**src/source/cache_settings.svh**
```systemverilog
`ifndef CACHE_SETTINGS_SVH
`define CACHE_SETTINGS_SVH

// Word address and data widths.
`define ADDR_WIDTH 10
`define WORD_WIDTH 10

// Direct-mapped geometry: one two-word block per line.
`define INDEX_WIDTH 4
`define CACHE_LINES (1 << `INDEX_WIDTH)
`define TAG_WIDTH (`ADDR_WIDTH - `INDEX_WIDTH - 1)

// Backing memory size in words.
`define MEM_WORDS (1 << `ADDR_WIDTH)

// Cycles mem_ready stays low after an accepted request.
`define MEM_LATENCY 2

`endif
```
**src/source/cache_pkg.sv**
```systemverilog
`include "cache_settings.svh"

package cache_pkg;

    typedef logic [`ADDR_WIDTH-1:0]  addr_t;
    typedef logic [`WORD_WIDTH-1:0]  word_t;
    typedef logic [`TAG_WIDTH-1:0]   tag_t;
    typedef logic [`INDEX_WIDTH-1:0] index_t;

    // Element 1 is the odd address, element 0 the even one.
    typedef word_t [1:0] block_t;

    typedef enum logic [1:0] {
        st_idle,      // Waiting for a request or doing the lookup.
        st_fetch,     // Read miss, block fetch from memory.
        st_write_mem  // Write-through to memory.
    } ctrl_state_t;

    // Address field extraction.
    function automatic tag_t addr_tag(addr_t addr);
        return addr[`ADDR_WIDTH-1:`INDEX_WIDTH+1];
    endfunction

    function automatic index_t addr_index(addr_t addr);
        return addr[`INDEX_WIDTH:1];
    endfunction

    function automatic logic addr_offset(addr_t addr);
        return addr[0];
    endfunction

endpackage

```
**src/source/cache_controller.sv**
```systemverilog
`timescale 1ns/1ps

module cache_controller import cache_pkg::*; (
    input  logic   clk,
    input  logic   reset,

    // Requester side.
    input  logic   cpu_req,
    input  logic   cpu_we,
    input  addr_t  cpu_addr,
    input  word_t  cpu_wdata,
    output logic   cpu_ready,
    output logic   cpu_rvalid,
    output word_t  cpu_rdata,
    output logic   cpu_hit,

    // Cache store.
    output addr_t  lookup_addr,
    input  logic   hit,
    input  word_t  read_word,
    output logic   fill_en,
    output block_t fill_block,
    output logic   write_en,
    output word_t  write_word,

    // Backing memory.
    output logic   mem_req,
    output logic   mem_we,
    output addr_t  mem_addr,
    output word_t  mem_wdata,
    input  logic   mem_ready,
    input  block_t mem_rdata
);

    ctrl_state_t state;

    logic  pend;    // Request accepted on the last edge and looked up in this cycle.
    logic  issued;  // Memory request sent and waiting for ready.
    logic  accept;
    logic  mem_done;

    logic  req_we;
    addr_t req_addr;
    word_t req_wdata;

    assign accept   = cpu_req && cpu_ready;
    assign mem_done = issued && mem_ready;

    // Only a read hit finishes in the lookup cycle.
    assign cpu_ready = (state == st_idle) && !(pend && (req_we || !hit));

    assign cpu_rvalid = ((state == st_idle) && pend && !req_we && hit) ||
                        ((state == st_fetch) && mem_done);
    assign cpu_rdata  = (state == st_fetch) ? mem_rdata[addr_offset(req_addr)] : read_word;
    assign cpu_hit    = (state == st_idle) && hit;

    assign lookup_addr = req_addr;
    assign fill_en     = (state == st_fetch) && mem_done;
    assign fill_block  = mem_rdata;
    assign write_en    = (state == st_idle) && pend && req_we; // Store ignores it on a miss.
    assign write_word  = req_wdata;

    // The memory request lasts one cycle and waits for a free memory.
    assign mem_req   = ((state == st_fetch) || (state == st_write_mem)) && !issued && mem_ready;
    assign mem_we    = (state == st_write_mem);
    assign mem_addr  = req_addr;
    assign mem_wdata = req_wdata;

    always_ff @(posedge clk) begin
        if (reset) begin
            state    <= st_idle;
            pend     <= 1'b0;
            issued   <= 1'b0;
            req_we   <= 1'b0;
            req_addr <= '0;
        end else begin
            pend <= accept;
            if (accept) begin
                req_we   <= cpu_we;
                req_addr <= cpu_addr;
            end

            if (mem_req) begin
                issued <= 1'b1;
            end else if (mem_done) begin
                issued <= 1'b0;
            end

            case (state)
                st_idle: begin
                    if (pend && req_we) begin
                        state <= st_write_mem; // Write-through on hit and miss.
                    end else if (pend && !hit) begin
                        state <= st_fetch;
                    end
                end
                st_fetch, st_write_mem: begin
                    if (mem_done) begin
                        state <= st_idle;
                    end
                end
                default: state <= st_idle;
            endcase
        end
    end

    always_ff @(posedge clk) begin
        if (accept) begin
            req_wdata <= cpu_wdata;
        end
    end

    // A request taken by the memory drops ready on the next cycle.
    assert property (@(posedge clk) disable iff (reset) mem_req |=> !mem_ready)
        else $error("cache_controller: memory did not take the request");

endmodule

```
**config.mk**
```make
export PLATFORM = sky130hd
export DESIGN_NAME = cache_controller
export DESIGN_NICKNAME = d
export VERILOG_FILES = /design/src/source/cache_pkg.sv /design/src/source/cache_controller.sv
export VERILOG_INCLUDE_DIRS = /design/src /design/src/source
export SDC_FILE = /design/constraint.sdc
export NUM_CORES = 1
export LEC_CHECK = 0
export BUFFER_PORTS_ARGS = -buffer_cell sky130_fd_sc_hd__clkbuf_2
export CORE_ASPECT_RATIO = 1.2
export CORE_MARGIN = 2
export CORE_UTILIZATION = 42
export CTS_CLUSTER_DIAMETER = 80
export DETAILED_ROUTE_END_ITERATION = 8
export PLACE_DENSITY = 0.93
export SLEW_MARGIN = 20
export SYNTH_ARGS = -nofsm -noshare
export SYNTH_HDL_FRONTEND = slang
export SYNTH_SLANG_ARGS = --single-unit
```
**constraint.sdc**
```tcl
create_clock -name clk -period 2 [get_ports clk]
set_input_delay 0.1 -clock clk [delete_from_list [all_inputs] [get_ports clk]]
set_output_delay 0.1 -clock clk [all_outputs]
set_load 0.1 [all_outputs]
```
==> flow_summary.yaml <==
synthesis:
  synthArstFlopShare_pct: 0
  synth.distinct_cells: 29
  synth-seq-cells: 25
  avgSynthCellArea_um2: 9.82
  syn_nets: 222
  synth.area.top_cells: "buf_4 (19%), dfxtp_1 (19%), edfxtp_1 (19%)"
  synth_ff_type: "dfxtp_1"
  yosysTopAreaCellShare_pct: 19.2
  yosysSeqAreaShare_pct: 37.5
  synthMostInstantiatedCell: "buf_4"
  syn_inst: 163
  yosys.area.top_type: "buf_4"
  synth-edff-count: 10
  syn_area_um2: 1600
  synth_warnings: 0
  synth_commonest_cells: "buf_4 (41), mux2i_1 (21), nand2b_1 (21)"
sta:
  relSlewSlack_pct: 63.1
  tightest_slew_ps: 556
  rsz0062_at_grt: "false"
  finalSetupTns_ps: 0
  timing.hold.ws_ps: 10.2
  setup_violations: 0
  hold_viol_final: 0
  clock_skew_ps: 1.20
  slew_violations: 0
  final.period_utilization_pct: 89.3
  fin_crit_ps: 1790
  max_freq_mhz: 560
  setup_slack_ps: 214
floorplan:
  row_count: 24
  start_util_pct: 44.0
  fp.dieW_um: 60.4
  die_h_um: 71.6
  io-pin-count: 133
  die_area_um2: 4320
  core_area_um2: 3630
clocking:
  root_buffer: "clkbuf_8"
  numCtsBuffers: 3
  clock_latency_ps: 260
  cts_tree: "done"
  clockBufferDepth: 2
  post-cts-setup-buffers: 0
  cts.clk_slew.worst_paths_ps: 80
  clock-sinks: 25
  h-tree-depth: 1
finish:
  fin_nets: 316
  diodes: 0
  layoutNonFillerInstCount: 308
  areaGrowthSynthToFinish_pct: 47.2
  drive_above_1_share_pct: 61.7
  n_fill_cell: 298
power:
  peakVddDrop_v: 0.00103
  total_power_w: 0.00425
  p_leak_nw: 1.16
  p_per_area_nw_per_um2: 1800
grt:
  overflow: 0
  grt_max_degree: 27
  grt_pass1_wl_um: 5520
  grt_antenna_before_repair: 0
  grt_pass1_vias: 1253
  grt_usage_pct: 16.5
setup_path:
  r2r-start: "state[0]"
  required_ps: 1900
  cp_cell_sequence: "inv_1 > ha_1 > buf_4 > nor2_1 > a21oi_4 > buf_12"
  critPathLaunch: "state[1]"
  cp_slowest_cell: "buf_4"
  start_kind: "flop"
  crit_arrival_ps: 1690
  cp_slowest_stage_delay_ps: 340
  timing_worst_setup_path_type: "reg -> out"
  crit_family: "buffers and inverters"
  end_kind: "output pin"
  critPathBufInv: 3
  critPathMaxFanout: 20
run_status:
  outcome: "completed"
drt:
  routedWlPerCell_um: 12.2
  wl_um: 3750
  ant_nets: 0
  drc: 0
  first_pass_iters: 4
  via_count: 1361
  drt-initial-drc-count: 19
  viasPerCell: 4.42
hold_path:
  hp-class: "in -> reg"
  hp-start: "cpu_wdata[0]"
placement:
  globalplace.congestion: 0.696
  dpl_worst_slack_ps: 439
  port_buffers: 132
  placed_cells: 303
run:
  maxCapViolations: 0
==> metrics by stage <==
step,util (%),area [um2]
after floorplan,-,1720
after global placement,63.3,2300
after detailed placement,63.3,2300
after CTS,64.6,2350
after global routing,64.8,2360
final,64.8,2360
==> per-layer routing <==
layer / up-vias / wire length, um / GRT usage [%]
met5: - / 0 / 0
met4: 0 / 50 / 4.44
met3: 4 / 161 / 3.25
met2: 47 / 2230 / 32.1
met1: 619 / 1310 / 17.2
li1: 691 / - / -
==> sequential cells by signal, summed over array words and instances, names as in the netlist <==
name         flops
issued           1
lookup_addr     10
mem_wdata       10
pend             1
req_we           1
state            2
==> cells by family after synthesis <==
group | after synthesis | share of synthesized area (%)
DFF | 25 | 37.5
buffers and inverters | 48 | 22.0
and+or+nand+nor | 47 | 16.7
adders and majority gates | 3 | 2.35
AOI/OAI and AO/OA | 18 | 7.58
muxes | 22 | 13.8
==> layout by cell type, fill, tap and decap left out <==
master	synthesis	routed
clkbuf_8	0	3
nor3_1	1	1
nand2_1	3	3
and3_1	1	1
nand2b_4	1	1
a21oi_1	12	2
inv_1	2	2
and3_2	1	1
clkbuf_2	1	120
nor2b_1	2	2
dfxtp_1	15	14
a2111oi_1	1	1
and2_2	1	1
nand2_2	1	1
ha_1	3	3
or2b_1	2	2
nor2_2	0	1
buf_12	1	12
a21oi_4	1	11
and2_1	1	1
dlygate4sd3_1	0	1
clkbuf_1	3	1
dfxtp_2	0	1
nand2b_1	21	21
a21boi_2	1	2
mux2i_1	21	21
buf_4	41	2
nor2_1	12	11
a211o_1	1	1
mux2_2	1	1
edfxtp_1	10	10
o21bai_2	0	1
==> layout make-up <==
type	count	area, um2	share of cell area, %
clock buffers	4	45.0	1.91
inverters	2	7.51	0.319
multi-input cells	90	771	32.7
flip-flops and latches	25	602	25.5
well taps	52	65.1	2.76
repair buffers	135	866	36.7
==> final timing paths <==
check,slack [ps],end,depth (start not counted)
max,210,cpu_rdata[0],6
max reg2reg,430,lookup_addr[6],6
min,10,mem_wdata[0],1
min reg2reg,490,lookup_addr[4],2
==> worst register-to-register path, stage by stage, from the launching register on <==
cell and delay [ps]:
dfxtp_1 330, inv_1 110, ha_1 270, nand2_2 90, a21oi_4 110, buf_4 320, mux2i_1 260
==> repair_timing <==
action / CTS / global route
gates resized for setup: 0 / 0
hold endpoints to repair: 0 / 1
hold buffers: 0 / 1
setup endpoints to repair: 0 / 0
==> power breakdown <==
group / total, W / switching (W) / internal (W)
Sequential: 0.000720 / 0.0000810 / 0.000639
Clock: 0.000283 / 0.000141 / 0.000142
Combinational: 0.00325 / 0.00250 / 0.000744
Power figures use the tool's default switching activity.
