===== src/source/cache_settings.svh =====
`ifndef CACHE_SETTINGS_SVH
`define CACHE_SETTINGS_SVH

// Word address and data widths.
`define ADDR_WIDTH 10
`define WORD_WIDTH 10

// Direct-mapped geometry: one two-word block per line.
`define INDEX_WIDTH 4
`define CACHE_LINES (1 << `INDEX_WIDTH)
`define TAG_WIDTH (`ADDR_WIDTH - `INDEX_WIDTH - 1)

// Backing memory size in words.
`define MEM_WORDS (1 << `ADDR_WIDTH)

// Cycles mem_ready stays low after an accepted request.
`define MEM_LATENCY 2

`endif

===== src/source/cache_pkg.sv =====
`include "cache_settings.svh"

package cache_pkg;

    typedef logic [`ADDR_WIDTH-1:0]  addr_t;
    typedef logic [`WORD_WIDTH-1:0]  word_t;
    typedef logic [`TAG_WIDTH-1:0]   tag_t;
    typedef logic [`INDEX_WIDTH-1:0] index_t;

    // Element 1 is the odd address, element 0 the even one.
    typedef word_t [1:0] block_t;

    typedef enum logic [1:0] {
        st_idle,      // Waiting for a request or doing the lookup.
        st_fetch,     // Read miss, block fetch from memory.
        st_write_mem  // Write-through to memory.
    } ctrl_state_t;

    // Address field extraction.
    function automatic tag_t addr_tag(addr_t addr);
        return addr[`ADDR_WIDTH-1:`INDEX_WIDTH+1];
    endfunction

    function automatic index_t addr_index(addr_t addr);
        return addr[`INDEX_WIDTH:1];
    endfunction

    function automatic logic addr_offset(addr_t addr);
        return addr[0];
    endfunction

endpackage


===== src/source/cache_store.sv =====
`timescale 1ns/1ps
`include "cache_settings.svh"

module cache_store import cache_pkg::*; (
    input  logic   clk,
    input  logic   reset,
    input  addr_t  lookup_addr,
    input  logic   fill_en,
    input  block_t fill_block,
    input  logic   write_en,
    input  word_t  write_word,
    output logic   hit,
    output word_t  read_word
);

    logic [`CACHE_LINES-1:0] valid_bits;
    tag_t                    tag_array  [0:`CACHE_LINES-1];
    block_t                  data_array [0:`CACHE_LINES-1];

    index_t line;
    tag_t   tag;
    logic   offset;

    assign line   = addr_index(lookup_addr);
    assign tag    = addr_tag(lookup_addr);
    assign offset = addr_offset(lookup_addr);

    // Lookup is purely combinational.
    assign hit       = valid_bits[line] && (tag_array[line] == tag);
    assign read_word = data_array[line][offset];

    always_ff @(posedge clk) begin
        if (reset) begin
            valid_bits <= '0;
        end else if (fill_en) begin
            valid_bits[line] <= 1'b1;
        end
    end

    always_ff @(posedge clk) begin
        if (fill_en) begin
            tag_array[line]  <= tag;
            data_array[line] <= fill_block; // Whole block, evicting the old line.
        end else if (write_en && hit) begin
            data_array[line][offset] <= write_word; // Write miss leaves the line alone.
        end
    end

    // Fill belongs to a read miss, word update to a write.
    assert property (@(posedge clk) disable iff (reset) !(fill_en && write_en))
        else $error("cache_store: fill and write in the same cycle");

    // The controller holds the address after a fill, so the line must hit.
    assert property (@(posedge clk) disable iff (reset) fill_en |=> hit)
        else $error("cache_store: no hit after line fill");

endmodule


===== config.mk =====
export PLATFORM = sky130hd
export DESIGN_NAME = cache_store
export DESIGN_NICKNAME = d
export VERILOG_FILES = /design/src/source/cache_pkg.sv /design/src/source/cache_store.sv
export VERILOG_INCLUDE_DIRS = /design/src /design/src/source
export SDC_FILE = /design/constraint.sdc
export NUM_CORES = 1
export LEC_CHECK = 0
export ABC_AREA = 1
export BUFFER_PORTS_ARGS = -buffer_cell sky130_fd_sc_hd__clkbuf_2
export CORE_ASPECT_RATIO = 1.5
export CORE_UTILIZATION = 55
export CTS_CLUSTER_DIAMETER = 120
export CTS_CLUSTER_SIZE = 16
export DETAILED_ROUTE_END_ITERATION = 10
export PLACE_DENSITY = 0.77
export SETUP_SLACK_MARGIN = 0.15
export SLEW_MARGIN = 25
export SYNTH_ARGS = -nofsm -noshare
export SYNTH_HDL_FRONTEND = slang
export SYNTH_SLANG_ARGS = --single-unit

===== constraint.sdc =====
create_clock -name clk -period 7.5 [get_ports clk]
set_clock_uncertainty 0.15 [all_clocks]
set_input_delay 0.75 -clock clk [delete_from_list [all_inputs] [get_ports clk]]
set_output_delay 0.75 -clock clk [all_outputs]
set_load 0.01 [all_outputs]

==> out/metrics.cfg, run 1 <==
[setup_path]
crit_chain=clkbuf_2, inv_2, nor2_4, buf_4, a22oi_1, a21oi_1, a211oi_1, a22oi_1, clkbuf_2
cp.depth=9
critical_path.top_delay_family=buffers and inverters
cp_num_buf_inv=4
reg2reg_depth=13
critical_path_arrival_ns=4.16
crit_path_end_kind=output port
critPathKind=primary input to output port
cp.required_ns=6.60
cp_slowest_stage_delay_ns=0.84
crit_slowest_cell=nor2_4
path_max_fanout=49
critPathLaunchType=primary input

[floorplanning]
die_area_um2=30600
num_rows=77
ios=55
initial_core_util=0.558
core_um2=29500
die_y_um=214
die_w_um=143

[cts]
tritoncts=built
postCtsSetupBuffers=0
ctsHoldBuffers=0
htree_levels=1
root_buffer=clkbuf_16
cts_sinks=416
clockBufferDepth=3
clkTransAtPathRegs_ns=0.07
numCtsBuffers=29
post_cts_resized=0
clk_latency_ns=0.58

[global_routing]
grt.met1_usage=0.349
grt_pass1_wl_um=59000
busiest_layer=met2
gr-usage-all-layers=0.268
grt_antenna_before_repair=0
gr-usage-met3=0.0297
grt_remaining_overflow=0
grt_max_degree=52
grt_use_met2=0.457
grt_pass1_vias=9871

[min_path]
hp-class=flop to flop
hold-path-cell-count=2

[timing]
post-route-min-period_ns=5.06
setup_viol=0
setup_tns_ns=0
worst_pin_slew_ns=1.10
finalHoldViolations=0
finalMaxSlewViolations=0
slew_headroom=0.262
max_freq_ghz=0.198
rsz0062_at_grt=false
fin_crit_sh=0.675

[drt]
drc=0
ant_nets=0
vias=10300
via_per_inst=6.21
wl_um=40100
drt_iter0_drc=1500
avgRoutedWirePerCell_um=24.1
drt_first_pass_iters=5

[placed_design]
placed_area_um2=17000
gp_congestion=0.899
numPortBuffers=54
place_hpwl_um=26200

[power]
leakage_uw=0.00603
power_density_nw_per_um2=244
ir_drop_mv=0.189

[yosys]
synthesis.instances=1226
netlist_area_um2=16400
avgSynthCellArea_um2=13.4
ys_warn_count=0
syn-num-nets=1270
synth-seq-cells=416
synth.distinct_cells=30
synth_seq_area_share=0.750

[job]
max_cap_violations=0

[layout]
design_area_um2=17800
post-route-util=0.603
layout-area-overhead-vs-synth_pct=8.21
fin_nets=1291
n_antenna_cell=0
fillers=2250
drive_above_1_share=0.0906

[outcome]
status=completed

[routing by layer]
metal | wire length [um] | share of wire | up-vias
met5 | 0 | 0 | -
met4 | 1660 | 0.041 | 0
met3 | 3820 | 0.095 | 96
met2 | 20300 | 0.51 | 685
met1 | 14300 | 0.36 | 4964
li1 | - | - | 4596
[cell usage after synthesis (all sizes together)]
cell type  count  area, um2
nor4           3       18.8
edfxtp       400      12000
or2            1       6.26
o21ba          5       50.1
o41ai         12        105
clkbuf        42        158
nor2          57        221
nand4         21        131
o211ai         2       15.0
a22oi        154       1160
dfxtp         16        320
a221oi         4       35.0
inv           54        203
a22o           4       35.0
nand3          9       70.1
nand2        281       1060
nor3           3       15.0
a211oi         1       7.51
buf           33        194
a21oi        116        581
o21ai          8       40.0
[report_power, final]
part / internal, uW / switching (uW)
combinational: 70.3 / 216
clock: 731 / 726
sequential: 2580 / 8.68
[flip-flops by register name, summed over array words and instances (netlist names)]
name / cells
data_array: 320
tag_array: 80
valid_bits: 16
[worst paths after layout]
kind / startpoint / endpoint / slack, ns
setup / recovery: lookup_addr[2] / read_word[1] / 2.44
hold / removal: valid_bits[11]$_SDFFE_PP0P_ / valid_bits[11]$_SDFFE_PP0P_ / 0.31
setup reg to reg: tag_array[9][2]$_DFFE_PP_ / data_array[13][15]$_DFFE_PP_ / 3.89
hold reg to reg: valid_bits[11]$_SDFFE_PP0P_ / valid_bits[11]$_SDFFE_PP0P_ / 0.31
[metrics by stage]
step	power [uW]	instances	hold WS, ns	setup WS [ns]
3_5_place_dp	2920	1611	0.299	2.19
5_1_grt	4440	1665	0.337	2.36
3_3_place_gp	2910	1611	0.294	2.41
2_1_floorplan	2800	1226	0.280	4.21
4_1_cts	4340	1665	0.311	2.62
6_report	4330	1665	0.310	2.44
[layout make-up]
class,instances,area [um2],area share
timing repair buffer,65,353,0.0198
sequential,416,12300,0.693
multi-input combinational,681,3580,0.201
tap,395,494,0.0278
clock buffer,53,816,0.0459
clock inverter,1,8.76,0.000492
inverter,54,203,0.0114
[worst reg2reg max path, cell delays in order, from the launching register on]
cell      delay (ns)
edfxtp_1        0.38
nand2_1         0.09
nand2_1         0.08
nand2_1         0.06
nand3_1         0.07
nand2_1         0.06
nand2_1         0.07
nor2_1          0.11
nand2_1         0.06
nand2_1         0.06
nand3_1         0.12
nor2_4          0.53
nand3_4         0.47
a21oi_1         0.91
[logic make-up (layout without fill, tap and decap cells)]
group                  count (synthesis)  count (layout)  share of synthesized area
AOI/OAI and AO/OA                    306             306                      0.123
DFF                                  416             416                      0.750
buffers and inverters                129             173                     0.0337
and+or+nand+nor                      375             375                     0.0929
[layout by cell type (no fill, tap or decap), drive strengths merged, types with 3 or more instances in the layout]
cell type / count
edfxtp: 400
nand2: 281
a22oi: 154
a21oi: 116
clkbuf: 107
nor2: 57
inv: 55
nand4: 21
dfxtp: 16
o41ai: 12
buf: 11
nand3: 9
o21ai: 8
o21ba: 5
a22o: 4
a221oi: 4
nor3: 3
nor4: 3
(Power assumes the default switching activity.)
==> inputs of run 2 (changes only) <==
Settings changed: PLACE_DENSITY 0.77 to 0.8.
Clock period 7.5 ns to 4.5 ns, I/O delays scaled along.
==> out/metrics.cfg, run 2 (synthesis gave the netlist of run 1 again) <==
[drt]
via_per_inst=6.28  ; +1.1%
drc=0  ; unchanged
avgRoutedWirePerCell_um=23.7  ; -1.4%
vias=10700  ; +3.6%
drt_first_pass_iters=6  ; +1
ant_nets=0  ; unchanged
drt_iter0_drc=1500  ; unchanged
wl_um=40400  ; +0.96%

[power]
internal_power_uw=5640  ; +67%
ir_drop_mv=0.267  ; +41%
p_sw_frac=0.221  ; +0.00154
p_seq_frac=0.595  ; -0.002
power_frac_comb=0.068  ; +0.002
leakage_uw=0.00625  ; +3.7%
power_density_nw_per_um2=400  ; +64%
p_clk_frac=0.336  ; about the same
p_total_uw=7240  ; +67%
switching_power_uw=1600  ; +68%

[global_routing]
gr-usage-met3=0.0420  ; +0.0123
grt_max_degree=63  ; +21%
grt_antenna_before_repair=0  ; unchanged
grt_pass1_vias=10200  ; +2.9%
grt_use_met2=0.453  ; -0.00471
grt_pass1_wl_um=60500  ; +2.6%
grt.met1_usage=0.345  ; -0.00436
grt_remaining_overflow=0  ; unchanged
busiest_layer=met2
gr-usage-all-layers=0.273  ; +0.00438

[cts]
tritoncts=built
clockBufferDepth=3  ; unchanged
root_buffer=clkbuf_16
clkTransAtPathRegs_ns=0.08  ; about the same
numCtsBuffers=29  ; unchanged
htree_levels=1  ; unchanged
post_cts_resized=0  ; unchanged
ctsHoldBuffers=0  ; unchanged
clk_latency_ns=0.58  ; about the same
postCtsSetupBuffers=0  ; unchanged
cts_sinks=416  ; unchanged

[timing]
max_freq_ghz=0.267
finalHoldViolations=0  ; unchanged
slew_headroom=0.374  ; +0.112
rsz0062_at_grt=false
setup_viol=0  ; unchanged
worst_pin_slew_ns=0.937  ; -0.166 ns
finalMaxSlewViolations=0  ; unchanged
fin_crit_sh=0.831
post-route-min-period_ns=3.74
setup_tns_ns=0  ; unchanged

[setup_path]
critPathLaunchType=primary input
cp.required_ns=3.90  ; -2.70 ns
critPathCapture=read_word[3]
crit_path_end_kind=output port
reg2reg_slack_ns=1.50  ; -2.39 ns
path_max_fanout=50  ; +2.0%
cp-startpoint=lookup_addr[1]
rr_startpoint=valid_bits[13]$_SDFFE_PP0P_
critical_path_arrival_ns=3.14  ; -1.02 ns
reg2reg_depth=16  ; +3
r2r_end=data_array[15][5]$_DFFE_PP_
critPathKind=primary input to output port

[layout]
largest_register_ffs=320  ; unchanged
layout-area-overhead-vs-synth_pct=10.1
top_regs=data_array (320), tag_array (80), valid_bits (16)
fillers=2190  ; -2.7%
final_common_cell=edfxtp_1
drive_above_1_share=0.118  ; +0.0278
layout_common_cells=edfxtp_1 (400), nand2_1 (279), a22oi_1 (154), a21oi_1 (116), clkbuf_2 (54)
fin_nets=1333  ; +3.3%
top_register=data_array
n_antenna_cell=0  ; unchanged

[floorplanning]
die_w_um=143  ; unchanged
initial_core_util=0.558  ; unchanged
ios=55  ; unchanged
num_rows=77  ; unchanged
core_um2=29500  ; unchanged
die_area_um2=30600  ; unchanged
die_y_um=214  ; unchanged

[outcome]
status=completed

[placed_design]
gp_congestion=0.899  ; about the same
numPortBuffers=54  ; unchanged
place_hpwl_um=26600  ; +1.7%

[job]
max_cap_violations=0  ; unchanged

[min_path]
hp-class=primary input to flop
hold_path_startpoint=reset

-- run 2: cell types whose count changed in the layout (fill, tap and decap cells not counted), sizes merged --
cell    previous run  this run
buf               11        53
clkbuf           107       106
inv               55        54
-- run 2: worst min-delay path by stage --
| stage | end | slack (ns) | depth (start not counted) |
|---|---|---|---|
| 5_1_grt | valid_bits[6]$_SDFFE_PP0P_ | 0.19 | 2 |
| 4_1_cts | valid_bits[1]$_SDFFE_PP0P_ | 0.16 | 2 |
| 2_1_floorplan | valid_bits[9]$_SDFFE_PP0P_ | 0.28 | 2 |
| 3_3_place_gp | valid_bits[9]$_SDFFE_PP0P_ | 0.29 | 2 |
| 3_5_place_dp | valid_bits[6]$_SDFFE_PP0P_ | 0.30 | 2 |
| 6_report | valid_bits[1]$_SDFFE_PP0P_ | 0.17 | 2 |
-- run 2: area by class of cell --
type	count	area, um2	share of cell area
clock buffers	52	812	0.0449
repair buffers	107	693	0.0383
multi-input cells	681	3570	0.197
flip-flops and latches	416	12300	0.681
well taps	395	494	0.0273
inverters	54	203	0.0112
-- run 2: critical path, cell delays in order --
cell,delay (ns)
clkbuf_2,0.28
nand2_4,0.24
inv_2,0.14
buf_4,0.33
a22oi_1,0.31
a21oi_1,0.20
o41ai_1,0.75
nand2_1,0.22
clkbuf_2,0.18
-- run 2: power groups by stage --
stage	clock [uW]	sequential (uW)	combinational, uW
6_report	2440	4310	494
2_1_floorplan	0	4390	281
4_1_cts	2440	4310	485
3_5_place_dp	0	4400	482
3_3_place_gp	0	4400	472
5_1_grt	2570	4310	530
-- run 2: stage by stage --
step                utilization  worst slack (ns)  hold WS (ns)  cells  instance area, um2
floorplan                     -              1.51         0.280   1226               16400
global placement          0.587             0.750         0.293   1653               17300
detailed placement        0.587             0.750         0.298   1653               17300
CTS                       0.614             0.864         0.162   1705               18100
global route              0.614             0.675         0.190   1705               18100
finish                    0.614             0.760         0.172   1705               18100
-- run 2: per-layer routing --
metal  vias up  wire length, um
li1       4678                -
met1      5216            14700
met2       682            20100
met3       135             3530
met4         0             2150
met5         -                0
